[src/logic/cfg_addr_pkg.sv]
`default_nettype none

package cfg_addr_pkg;

    // Control and interrupt block
    localparam logic [12:0] CONTROL_OFFSET     = 13'h000;
    localparam logic [12:0] INTR_EN_OFFSET     = 13'h004;
    localparam logic [12:0] INTR_STATUS_OFFSET = 13'h00C;

    // Argument region bases
    localparam logic [12:0] MAIN_BASE = 13'h200;
    localparam logic [12:0] ACT_BASE  = 13'h400;
    localparam logic [12:0] WEI_BASE  = 13'h600;
    localparam logic [12:0] OUT_BASE  = 13'h800;

    // Words per region, consecutive words are four bytes apart
    localparam int MAIN_WORDS = 2;
    localparam int ACT_WORDS  = 9;
    localparam int WEI_WORDS  = 4;
    localparam int OUT_WORDS  = 5;
    localparam int INTR_WORDS = 2;

    // Whole burst including the interrupt enables
    localparam int CFG_WRITES = MAIN_WORDS + ACT_WORDS + WEI_WORDS + OUT_WORDS + INTR_WORDS;

endpackage

`default_nettype wire

[src/logic/seq_pkg.sv]
`default_nettype none

package seq_pkg;

    typedef enum logic [3:0] {
        ST_IDLE,
        ST_SEND_CFG,
        ST_DRAIN_CFG,
        ST_SEND_START,
        ST_DRAIN_START,
        ST_WAIT_IRQ,
        ST_SEND_CLEAR,
        ST_DRAIN_CLEAR,
        ST_FINISH
    } seq_state_t;

    typedef enum logic [2:0] {
        REG_MAIN,
        REG_ACT,
        REG_WEI,
        REG_OUT,
        REG_INTR
    } cfg_region_t;

    typedef enum logic [1:0] {
        WK_CFG,
        WK_START,
        WK_CLEAR
    } write_kind_t;

endpackage

`default_nettype wire

[src/logic/seq_fsm.sv]
`default_nettype none

module seq_fsm
    import seq_pkg::*;
(
    input  logic        clk,
    input  logic        rst,
    input  logic        start,
    input  logic        no_start,
    input  logic        accel_irq,
    input  logic        dma_rd_irq,
    input  logic        dma_wr_irq,
    input  logic        drained,
    input  logic        burst_done,
    output logic        write_req,
    output write_kind_t write_kind,
    output logic        done,
    output logic        fwd_accel_irq,
    output logic        fwd_dma_rd_irq,
    output logic        fwd_dma_wr_irq
);

    seq_state_t state;
    logic       no_start_q;
    logic       all_clear;

    // Generator idle and every response returned
    assign all_clear = drained && burst_done;

    // Interrupts only pass through while no sequence runs
    assign fwd_accel_irq  = (state == ST_IDLE) && accel_irq;
    assign fwd_dma_rd_irq = (state == ST_IDLE) && dma_rd_irq;
    assign fwd_dma_wr_irq = (state == ST_IDLE) && dma_wr_irq;

    assign done = (state == ST_FINISH);

    always_ff @(posedge clk) begin
        if (rst) begin
            state      <= ST_IDLE;
            write_req  <= 1'b0;
            write_kind <= WK_CFG;
            no_start_q <= 1'b0;
        end else begin
            write_req <= 1'b0;
            case (state)
                ST_IDLE: begin
                    if (start) begin
                        no_start_q <= no_start;
                        write_req  <= 1'b1;
                        write_kind <= WK_CFG;
                        state      <= ST_SEND_CFG;
                    end
                end
                // Request cycle only, the generator takes over
                ST_SEND_CFG: begin
                    state <= ST_DRAIN_CFG;
                end
                ST_DRAIN_CFG: begin
                    if (all_clear) begin
                        write_req  <= 1'b1;
                        write_kind <= WK_START;
                        state      <= ST_SEND_START;
                    end
                end
                ST_SEND_START: begin
                    state <= ST_DRAIN_START;
                end
                ST_DRAIN_START: begin
                    if (all_clear) begin
                        state <= no_start_q ? ST_FINISH : ST_WAIT_IRQ;
                    end
                end
                ST_WAIT_IRQ: begin
                    if (accel_irq) begin
                        write_req  <= 1'b1;
                        write_kind <= WK_CLEAR;
                        state      <= ST_SEND_CLEAR;
                    end
                end
                ST_SEND_CLEAR: begin
                    state <= ST_DRAIN_CLEAR;
                end
                ST_DRAIN_CLEAR: begin
                    if (all_clear) begin
                        state <= ST_FINISH;
                    end
                end
                ST_FINISH: begin
                    state <= ST_IDLE;
                end
                default: begin
                    state <= ST_IDLE;
                end
            endcase
        end
    end

endmodule

`default_nettype wire

[src/logic/wresp_tracker.sv]
`default_nettype none

module wresp_tracker
    import cfg_addr_pkg::*;
(
    input  logic clk,
    input  logic rst,
    input  logic write_issued,
    input  logic bvalid,
    output logic bready,
    output logic drained
);

    // Wide enough for a full burst in flight
    localparam int CNT_W = $clog2(CFG_WRITES + 1);

    logic [CNT_W-1:0] outstanding;
    logic             resp_taken;

    assign resp_taken = bvalid && bready;

    assign bready  = (outstanding != '0);
    assign drained = (outstanding == '0);

    always_ff @(posedge clk) begin
        if (rst) begin
            outstanding <= '0;
        end else begin
            case ({write_issued, resp_taken})
                2'b10: begin
                    outstanding <= outstanding + 1'b1;
                end
                2'b01: begin
                    outstanding <= outstanding - 1'b1;
                end
                // Both or neither leave the count unchanged
                default: begin
                    outstanding <= outstanding;
                end
            endcase
        end
    end

endmodule

`default_nettype wire

[src/logic/cfg_write_gen.sv]
`default_nettype none

module cfg_write_gen
    import cfg_addr_pkg::*;
    import seq_pkg::*;
#(
    parameter int N_ARGS = 20,
    parameter int ADDR_W = 13
) (
    input  logic                   clk,
    input  logic                   rst,
    input  logic                   write_req,
    input  write_kind_t            write_kind,
    input  logic                   keep_a,
    input  logic                   keep_b,
    input  logic                   keep_c,
    input  logic                   no_start,
    input  logic [N_ARGS-1:0][31:0] args,
    input  logic                   awready,
    input  logic                   wready,
    output logic                   awvalid,
    output logic [31:0]            awaddr,
    output logic                   wvalid,
    output logic [31:0]            wdata,
    output logic                   write_issued,
    output logic                   burst_done
);

    localparam int IDX_W = $clog2(N_ARGS + 1);

    logic              busy;
    write_kind_t       kind_q;
    cfg_region_t       region;
    logic [ADDR_W-1:0] addr;
    logic [3:0]        words_left;
    logic [IDX_W-1:0]  arg_idx;
    logic              aw_done;
    logic              w_done;
    logic              keep_a_q;
    logic              keep_b_q;
    logic              keep_c_q;
    logic              no_start_q;
    logic              aw_fire;
    logic              w_fire;
    logic [31:0]       start_word;

    assign awvalid = busy && !aw_done;
    assign wvalid  = busy && !w_done;
    assign aw_fire = awvalid && awready;
    assign w_fire  = wvalid && wready;

    // Both halves in, possibly in different cycles
    assign write_issued = busy && (aw_done || aw_fire) && (w_done || w_fire);
    assign burst_done   = !busy;

    assign awaddr = {{(32 - ADDR_W){1'b0}}, addr};

    always_comb begin
        start_word     = '0;
        start_word[0]  = !no_start_q;
        start_word[1]  = 1'b1;
        start_word[16] = 1'b1;
        start_word[17] = keep_a_q;
        start_word[18] = keep_b_q;
        start_word[19] = keep_c_q;
    end

    always_comb begin
        case (kind_q)
            WK_CFG:   wdata = (region == REG_INTR) ? 32'd1 : args[arg_idx];
            WK_START: wdata = start_word;
            default:  wdata = 32'd1;
        endcase
    end

    // Mode bits are taken once per sequence
    always_ff @(posedge clk) begin
        if (write_req && write_kind == WK_CFG) begin
            keep_a_q   <= keep_a;
            keep_b_q   <= keep_b;
            keep_c_q   <= keep_c;
            no_start_q <= no_start;
        end
    end

    always_ff @(posedge clk) begin
        if (rst) begin
            busy    <= 1'b0;
            kind_q  <= WK_CFG;
            aw_done <= 1'b0;
            w_done  <= 1'b0;
        end else if (write_req) begin
            busy       <= 1'b1;
            kind_q     <= write_kind;
            aw_done    <= 1'b0;
            w_done     <= 1'b0;
            region     <= REG_MAIN;
            words_left <= 4'(MAIN_WORDS - 1);
            arg_idx    <= '0;
            case (write_kind)
                WK_CFG:   addr <= ADDR_W'(MAIN_BASE);
                WK_START: addr <= ADDR_W'(CONTROL_OFFSET);
                default:  addr <= ADDR_W'(INTR_STATUS_OFFSET);
            endcase
        end else if (write_issued) begin
            aw_done <= 1'b0;
            w_done  <= 1'b0;
            if (kind_q != WK_CFG) begin
                busy <= 1'b0;
            end else if (words_left != 4'd0) begin
                addr       <= addr + ADDR_W'(4);
                words_left <= words_left - 4'd1;
                if (region != REG_INTR) begin
                    arg_idx <= arg_idx + 1'b1;
                end
            end else begin
                if (region != REG_INTR) begin
                    arg_idx <= arg_idx + 1'b1;
                end
                // Step to the next region
                case (region)
                    REG_MAIN: begin
                        region     <= REG_ACT;
                        addr       <= ADDR_W'(ACT_BASE);
                        words_left <= 4'(ACT_WORDS - 1);
                    end
                    REG_ACT: begin
                        region     <= REG_WEI;
                        addr       <= ADDR_W'(WEI_BASE);
                        words_left <= 4'(WEI_WORDS - 1);
                    end
                    REG_WEI: begin
                        region     <= REG_OUT;
                        addr       <= ADDR_W'(OUT_BASE);
                        words_left <= 4'(OUT_WORDS - 1);
                    end
                    REG_OUT: begin
                        region     <= REG_INTR;
                        addr       <= ADDR_W'(INTR_EN_OFFSET);
                        words_left <= 4'(INTR_WORDS - 1);
                    end
                    default: begin
                        busy <= 1'b0;
                    end
                endcase
            end
        end else begin
            if (aw_fire) begin
                aw_done <= 1'b1;
            end
            if (w_fire) begin
                w_done <= 1'b1;
            end
        end
    end

endmodule

`default_nettype wire

[src/logic/accel_cfg_sequencer.sv]
`default_nettype none

module accel_cfg_sequencer
    import seq_pkg::*;
#(
    parameter int N_ARGS = 20,
    parameter int ADDR_W = 13
) (
    input  logic                    clk,
    input  logic                    rst,
    input  logic                    start,
    output logic                    done,
    input  logic [N_ARGS-1:0][31:0] args,
    input  logic                    keep_a,
    input  logic                    keep_b,
    input  logic                    keep_c,
    input  logic                    no_start,
    input  logic                    accel_irq,
    input  logic                    dma_rd_irq,
    input  logic                    dma_wr_irq,
    output logic                    fwd_accel_irq,
    output logic                    fwd_dma_rd_irq,
    output logic                    fwd_dma_wr_irq,
    output logic                    awvalid,
    input  logic                    awready,
    output logic [31:0]             awaddr,
    output logic                    wvalid,
    input  logic                    wready,
    output logic [31:0]             wdata,
    input  logic                    bvalid,
    output logic                    bready
);

    logic        write_req;
    write_kind_t write_kind;
    logic        write_issued;
    logic        burst_done;
    logic        drained;

    seq_fsm i_fsm (
        .clk            (clk),
        .rst            (rst),
        .start          (start),
        .no_start       (no_start),
        .accel_irq      (accel_irq),
        .dma_rd_irq     (dma_rd_irq),
        .dma_wr_irq     (dma_wr_irq),
        .drained        (drained),
        .burst_done     (burst_done),
        .write_req      (write_req),
        .write_kind     (write_kind),
        .done           (done),
        .fwd_accel_irq  (fwd_accel_irq),
        .fwd_dma_rd_irq (fwd_dma_rd_irq),
        .fwd_dma_wr_irq (fwd_dma_wr_irq)
    );

    wresp_tracker i_tracker (
        .clk          (clk),
        .rst          (rst),
        .write_issued (write_issued),
        .bvalid       (bvalid),
        .bready       (bready),
        .drained      (drained)
    );

    cfg_write_gen #(
        .N_ARGS (N_ARGS),
        .ADDR_W (ADDR_W)
    ) i_gen (
        .clk          (clk),
        .rst          (rst),
        .write_req    (write_req),
        .write_kind   (write_kind),
        .keep_a       (keep_a),
        .keep_b       (keep_b),
        .keep_c       (keep_c),
        .no_start     (no_start),
        .args         (args),
        .awready      (awready),
        .wready       (wready),
        .awvalid      (awvalid),
        .awaddr       (awaddr),
        .wvalid       (wvalid),
        .wdata        (wdata),
        .write_issued (write_issued),
        .burst_done   (burst_done)
    );

endmodule

`default_nettype wire

[config.mk]
export PLATFORM = sky130hd
export DESIGN_NAME = accel_cfg_sequencer
export DESIGN_NICKNAME = d
export VERILOG_FILES = /design/src/logic/cfg_addr_pkg.sv /design/src/logic/seq_pkg.sv /design/src/logic/seq_fsm.sv /design/src/logic/wresp_tracker.sv /design/src/logic/cfg_write_gen.sv /design/src/logic/accel_cfg_sequencer.sv
export SDC_FILE = /design/constraint.sdc
export NUM_CORES = 1
export LEC_CHECK = 0
export ABC_AREA = 1
export BUFFER_PORTS_ARGS = -buffer_cell sky130_fd_sc_hd__buf_2
export CAP_MARGIN = 20
export CORE_AREA = 2 2 281 283
export CTS_CLUSTER_DIAMETER = 100
export DETAILED_ROUTE_END_ITERATION = 7
export DIE_AREA = 0 0 283 285
export PLACE_DENSITY = 0.35
export RECOVER_POWER = 100
export SYNTH_ARGS = -nofsm -noshare
export SYNTH_HDL_FRONTEND = slang
export SYNTH_SLANG_ARGS = --single-unit
[constraint.sdc]
create_clock -name clk -period 2.7 [get_ports clk]
set_input_delay 0.54 -clock clk [delete_from_list [all_inputs] [get_ports clk]]
set_output_delay 0.54 -clock clk [all_outputs]
set_load 0.01 [all_outputs]
==> results of run 1 <==
area by class of cell:
class,instances,area (µm²),share of cell area [%]
antenna,6,15.01,0.08938
clock buffer,7,163.9,0.9757
clock inverter,1,6.256,0.03724
inverter,135,548.0,3.262
multi-input combinational,1633,7799,46.42
sequential,45,1171,6.972
tap,1050,1314,7.821
timing repair buffer,851,5773,34.37
timing repair inverter,1,8.758,0.05214
worst max path at each step:
stage	startpoint	to	slack, ns	depth (start not counted)
6_report	i_gen.arg_idx[0]$_SDFFCE_PP0P_	wdata[10]	-0.18	14
5_1_grt	i_gen.arg_idx[0]$_SDFFCE_PP0P_	wdata[17]	-0.33	16
4_1_cts	i_gen.arg_idx[0]$_SDFFCE_PP0P_	wdata[19]	-0.19	15
3_5_place_dp	i_gen.arg_idx[0]$_SDFFCE_PP0P_	wdata[16]	-0.19	15
3_3_place_gp	i_gen.arg_idx[0]$_SDFFCE_PP0P_	wdata[16]	-0.17	15
2_1_floorplan	wready	i_tracker.outstanding[4]$_SDFFE_PP0P_	0.57	13
cell usage after synthesis (all sizes together):
master,number,area share (%)
o21a,1,0.081
o21ai,271,15
ha,7,0.94
a21boi,2,0.16
o221ai,1,0.094
fa,1,0.21
a21oi,51,2.7
buf,98,7.2
o22ai,33,2.2
or2,1,0.067
conb,1,0.040
a221oi,1,0.094
nand4,2,0.13
dfxtp,18,3.9
nor4,1,0.067
nand2,808,33
xnor2,4,0.38
inv,135,5.5
xor2,3,0.28
nor3,7,0.38
edfxtp,27,8.7
nand3,58,3.1
clkbuf,53,2.1
nor2,358,14
a21o,2,0.16
what timing repair did:
| action | in CTS | in global routing |
|---|---|---|
| pin swaps | 74 | 61 |
| setup endpoints to repair | 32 | 32 |
| hold endpoints to repair | 0 | 0 |
| gates resized for setup | 253 | 142 |
| setup buffers | 23 | 8 |
| cloned | 21 | 8 |
kinds of logic (layout without fill, tap and decap cells):
group                      after synthesis  in the layout  synth area share, %
and+or+nand+nor                       1235           1235                50.68
AOI/OAI and AO/OA                      362            362                20.08
buffers and inverters                  286            995                14.84
DFF                                     45             45                12.56
adders and majority gates                8              8                1.154
xor gates and xnor gates                 7              7               0.6573
other                                    1             27              0.04020
power groups by stage:
stage / clock network, mW / registers (mW) / logic (mW)
floorplan: 0 / 1.02 / 2.47
finish: 0.745 / 1.02 / 5.55
global route: 0.782 / 1.05 / 6.16
detailed placement: 0 / 1.04 / 4.77
CTS: 0.767 / 1.02 / 5.51
global placement: 0 / 1.05 / 4.80
flip-flops by register name (all words and copies together), names as in the netlist:
name,flops
i_fsm.state,4
i_gen.w_done,1
i_gen.keep_a_q,1
i_gen.addr,11
i_gen.no_start_q,1
i_gen.busy,1
i_tracker.outstanding,5
i_fsm.write_req,1
i_gen.keep_b_q,1
i_gen.aw_done,1
i_fsm.write_kind,2
i_fsm.no_start_q,1
i_gen.words_left,4
i_gen.arg_idx,5
i_gen.keep_c_q,1
i_gen.kind_q,2
i_gen.region,3
cells in the final DEF (no fill, tap or decap), types with 13 or more instances in the layout:
master | netlist | layout
o21ai_0 | 206 | 135
a21oi_1 | 51 | 35
buf_6 | 17 | 27
o21ai_1 | 65 | 87
o22ai_1 | 33 | 28
conb_1 | 1 | 21
dfxtp_1 | 18 | 18
buf_12 | 1 | 29
nand2_2 | 0 | 91
clkbuf_16 | 0 | 13
nor2_1 | 358 | 345
nand2_4 | 0 | 26
buf_16 | 0 | 23
nand3_1 | 58 | 53
nand2_1 | 808 | 691
edfxtp_1 | 27 | 27
buf_4 | 30 | 54
o21ai_2 | 0 | 25
inv_1 | 132 | 129
o21ai_4 | 0 | 24
buf_2 | 41 | 676
clkbuf_1 | 53 | 27
a21oi_2 | 0 | 16
per-layer routing:
metal	track usage, %	vias up	wire length [µm]
met3	2.496	62	3561
met2	31.76	487	37250
met4	4.774	4	1734
li1	-	7530	-
met5	0	-	21
met1	20.59	6836	30780
==> impl_metrics.py, run 1 <==
metrics = {
    "setup_path": {
        "required_ns": 2.16,
        "cp_cell_sequence": "buf_12, buf_12, buf_12, buf_12, nand2_1, nand2_1, nand2_1, o21ai_1, nand2_1, nand2_4, o21ai_4, a21oi_2, buf_4, buf_2",
        "worst_setup_path_start_kind": "register",
        "r2r_setup_slack_ns": 0.33,
        "crit_buf_inv": 6,
        "crit_path_max_incr_delay_ns": 0.45,
        "crit_slowest_cell": "edfxtp_1",
        "critPathTopFamily": "buffers and inverters",
        "endpoint_kind": "output pin",
        "cp.arrival_ns": 2.34,
        "r2r_end": "i_gen.words_left[3]$_SDFFCE_PP0P_",
        "reg2reg_from": "i_fsm.write_req$_SDFF_PP0_",
        "critPathKind": "reg -> out",
        "cp_max_fo": 8,
        "worst-r2r-cell-count": 5,
    },
    "worst_hold_path": {
        "worst_hold_path_type": "in -> reg",
        "whs_endpoint": "i_gen.keep_a_q$_DFFE_PP_",
        "hold_depth": 1,
        "min-delay-start": "keep_a",
    },
    "yosys": {
        "netlist_area_um2": 9328,
        "yosys_warnings": 0,
        "syn_area_per_cell_um2": 4.798,
        "yosysSeqAreaShare_pct": 12.56,
        "synthDistinctLibCells": 33,
        "syn_inst": 1944,
        "ys_ff_latch": 45,
    },
    "clocking": {
        "ctsRootBufferMaster": "clkbuf_16",
        "insertion_delay_ns": 0.30,
        "clk_path_buf_depth": 2,
        "path_clk_slew_ns": 0.07,
        "cts_hold_buf": 0,
        "h-tree-depth": 2,
        "numCtsBuffers": 5,
        "cts_tree": "built",
        "cts_sinks": 45,
    },
    "grt": {
        "grt_max_degree": 55,
        "grt-ovfl-total": 0,
        "grt_pass1_wl_um": 102100,
        "grtUsageTotal_pct": 17.21,
        "grt_antenna_before_repair": 10,
        "grt_pass1_vias": 15290,
    },
    "routing": {
        "dr.pass1.iters": 5,
        "ant_nets": 0,
        "wl_per_cell_um": 19.67,
        "drtIter0Drc": 747,
        "via_per_inst": 4.001,
        "drcViolationCount": 0,
        "num_vias": 14920,
        "wl_um": 73340,
    },
    "outcome": {
        "violations": "negative setup slack",
        "status": "complete, but fails checks",
    },
    "pwr": {
        "powerDensity_nw_per_um2": 435.8,
        "p_leak_nw": 8.917,
        "p_clk_share_pct": 10.2,
        "p_seq_share_pct": 14.0,
        "totalPowerFinal_mw": 7.321,
        "peakVddDrop_uv": 298.8,
        "sw_frac_of_total_pct": 51.06,
        "switching_power_mw": 3.738,
        "internal_power_mw": 3.583,
        "combPwrFrac_pct": 75.8,
    },
    "sta": {
        "tightestPinTransition_ns": 0.9042,
        "whs_ns": 0.4163,
        "period_needed_ns": 2.883,
        "rsz0062_at_grt": "true",
        "period_share_pct": 106.8,
        "fin_ws_ns": -0.1826,
        "slew_headroom_pct": 39.72,
        "drv_slew": 0,
        "hold_viol": 0,
        "setup_tns_ns": -3.754,
        "fmax_mhz": 346.9,
        "setup_viol": 32,
        "finalClockSkew_ns": 0.01027,
    },
    "job": {
        "drv_cap": 0,
    },
    "floorplanning": {
        "num_io_pins": 724,
        "die_w_um": 283,
        "fp-row-count": 103,
        "start_util_pct": 11.96,
        "coreArea_um2": 77970,
        "die_h_um": 285,
        "dieArea_um2": 80660,
    },
    "placed_design": {
        "dpl_worst_slack_ns": -0.1926,
        "place_area_um2": 14590,
        "port_buffers": 702,
        "dp_cells": 3665,
        "detailed_place_hpwl_um": 58030,
        "place.gp.congestion": 0.8910,
    },
    "cells_and_area": {
        "stdcell_count": 3729,
        "finish.instance_area_um2": 16800,
        "utilization_pct": 21.55,
        "nets": 3333,
        "drive_gt1_share_pct": 39.02,
        "nFillCells": 9249,
        "area_growth_pct": 80.09,
    },
}
Power figures use the tool's default switching activity.
==> run 2: changes to the inputs <==
--- a/config.mk
+++ b/config.mk
@@ -12,6 +12,7 @@
 export CTS_CLUSTER_DIAMETER = 100
 export DETAILED_ROUTE_END_ITERATION = 7
 export DIE_AREA = 0 0 283 285
+export GPL_ROUTABILITY_DRIVEN = 0
 export PLACE_DENSITY = 0.35
 export RECOVER_POWER = 100
 export SYNTH_ARGS = -nofsm -noshare
==> constraint.sdc (replaced) <==
create_clock -name clk -period 2.9 [get_ports clk]
set_input_delay 0.58 -clock clk [delete_from_list [all_inputs] [get_ports clk]]
set_output_delay 0.58 -clock clk [all_outputs]
set_load 0.01 [all_outputs]
==> impl_metrics.py, run 2 (synthesized netlist as in run 1, its figures left out) <==
metrics = {
    "setup_path": {
        "crit_cells": 15,
        "crit_buf_inv": 5,
        "worst_setup_path_start_kind": "register",
        "worst-r2r-cell-count": 16,
        "critPathKind": "reg -> out",
        "crit_top_cell": "nand2_1",
        "cp_cell_sequence": "buf_12, buf_16, buf_6, nand2_1, nand2_1, nand2_1, nand2_1, nand2_1, nand2_2, o21ai_4, buf_6, nand2_1, nand2_1, nand2_1, buf_6",
        "required_ns": 2.32,
        "crit_slowest_cell": "edfxtp_1",
        "crit_path_max_incr_delay_ns": 0.41,
        "cp.arrival_ns": 2.29,
        "endpoint_kind": "output pin",
        "cp_max_fo": 13,
        "critPathTopFamily": "buffers and inverters",
    },
    "routing": {
        "drtIter0Drc": 774,
        "via_per_inst": 3.959,
        "met1Wirelength_um": 29380,
        "dr.pass1.iters": 5,
        "top_layer_used": "met5",
        "dr_wl_met3_um": 3774,
        "ant_nets": 0,
        "wl_per_cell_um": 19.15,
        "drcViolationCount": 0,
        "dr_wl_met2_um": 36630,
        "num_vias": 14630,
        "wl_um": 70750,
    },
    "grt": {
        "grt_pass1_vias": 14680,
        "grtUsageTotal_pct": 16.37,
        "grt_antenna_before_repair": 10,
        "grt_max_degree": 47,
        "grt-ovfl-total": 0,
        "grt_pass1_wl_um": 97740,
    },
    "sta": {
        "fmax_mhz": 348.8,
        "drv_slew": 0,
        "setup_viol": 0,
        "period_share_pct": 98.86,
        "rsz0062_at_grt": "true",
        "finalClockSkew_ns": 0.01058,
        "hold_viol": 0,
        "period_needed_ns": 2.867,
        "setup_tns_ns": 0,
        "tightestPinTransition_ns": 0.6682,
        "slew_headroom_pct": 55.45,
    },
    "clocking": {
        "clk_path_buf_depth": 2,
        "cts_hold_buf": 0,
        "ctsRootBufferMaster": "clkbuf_16",
        "path_clk_slew_ns": 0.08,
        "h-tree-depth": 2,
        "numCtsBuffers": 5,
        "insertion_delay_ns": 0.31,
        "cts_tree": "built",
        "cts_sinks": 45,
    },
    "cells_and_area": {
        "largest_reg_flops": 11,
        "nets": 3301,
        "utilization_pct": 20.25,
        "final_common_cell": "nand2_1",
        "layout_common_cells": "nand2_1, buf_2, nor2_1, o21ai_0, inv_1",
        "reg_top3": "i_gen.addr (11), i_gen.arg_idx (5), i_tracker.outstanding (5)",
        "area_growth_pct": 69.23,
        "top_register": "i_gen.addr",
        "drive_gt1_share_pct": 36.24,
    },
    "placed_design": {
        "detailed_place_hpwl_um": 57770,
        "port_buffers": 702,
    },
    "floorplanning": {
        "fp-row-count": 103,
        "die_w_um": 283,
        "dieArea_um2": 80660,
        "coreArea_um2": 77970,
        "die_h_um": 285,
        "start_util_pct": 11.96,
        "num_io_pins": 724,
    },
    "pwr": {
        "powerDensity_nw_per_um2": 404.9,
        "p_leak_nw": 8.536,
        "peakVddDrop_uv": 198.5,
    },
    "worst_hold_path": {
        "hold_depth": 1,
        "worst_hold_path_type": "in -> reg",
    },
    "outcome": {
        "status": "complete, no violations",
    },
    "job": {
        "drv_cap": 0,
    },
}
-- run 2: cell count changes in the layout (fill, tap and decap cells not counted), moves of 6 or more --
cell and delta:
o21ai_0 +6, o21ai_4 -8, buf_6 -6, buf_16 -16
nand2_2 -32, a21oi_2 -9, nand2_4 -15, a21oi_1 +8
buf_2 +13, nand2_1 +47, clkbuf_1 -17
-- run 2: layout make-up --
| type | count | area (µm²) |
|---|---|---|
| Fill cell | 9340 | 62180 |
| Multi-Input combinational cell | 1633 | 7455 |
| Timing Repair Buffer | 819 | 5116 |
| Tap cell | 1050 | 1314 |
| Sequential cell | 45 | 1171 |
| Inverter | 135 | 540.5 |
| Clock buffer | 6 | 150.1 |
| Clock inverter | 2 | 17.52 |
| Timing Repair inverter | 1 | 11.26 |
| Antenna cell | 4 | 10.01 |
-- run 2: metrics by stage --
stage / cells / worst slack [ns] / area, µm² / hold WS, ns / power, mW
floorplan: 1964 / 0.7338 / 9403 / 0.4396 / 3.250
global placement: 3654 / 0.04466 / 14390 / 0.4746 / 5.338
detailed placement: 3654 / 0.04087 / 14390 / 0.4677 / 5.303
CTS: 3676 / -0.08800 / 15240 / 0.4363 / 6.313
global route: 3694 / -0.09782 / 15780 / 0.4447 / 7.029
finish: 3695 / 0.03299 / 15790 / 0.4495 / 6.392
-- run 2: path summary, 6_finish.rpt --
kind / startpoint / end / slack [ns]
worst max register to register: i_tracker.outstanding[0]$_SDFFE_PP0P_ / i_tracker.outstanding[4]$_SDFFE_PP0P_ / 0.65
worst min register to register: i_fsm.write_kind[0]$_SDFFE_PP0P_ / i_fsm.write_kind[0]$_SDFFE_PP0P_ / 0.49
worst max-delay path: i_gen.arg_idx[0]$_SDFFCE_PP0P_ / wdata[19] / 0.03
worst min-delay path: keep_b / i_gen.keep_b_q$_DFFE_PP_ / 0.45
-- run 2: power breakdown --
part           switching (mW)  internal, mW  total (mW)
combinational            2.91          1.86        4.77
sequential              0.101         0.851       0.952
clock                   0.291         0.379       0.670
total                    3.31          3.09        6.39
-- run 2: routing by layer --
metal | up-vias | global-route usage (%)
li1 | 7462 | -
met1 | 6629 | 19.57
met2 | 496 | 30.85
met3 | 38 | 2.552
met4 | 4 | 2.872
met5 | - | 0
-- run 2: repair_timing --
action | 4_1_cts | 5_1_grt
resized for setup | 119 | 152
cloned | 5 | 6
setup buffers | 9 | 9
setup endpoints to repair | 32 | 32
hold endpoints to repair | 0 | 0
pin swaps | 20 | 26
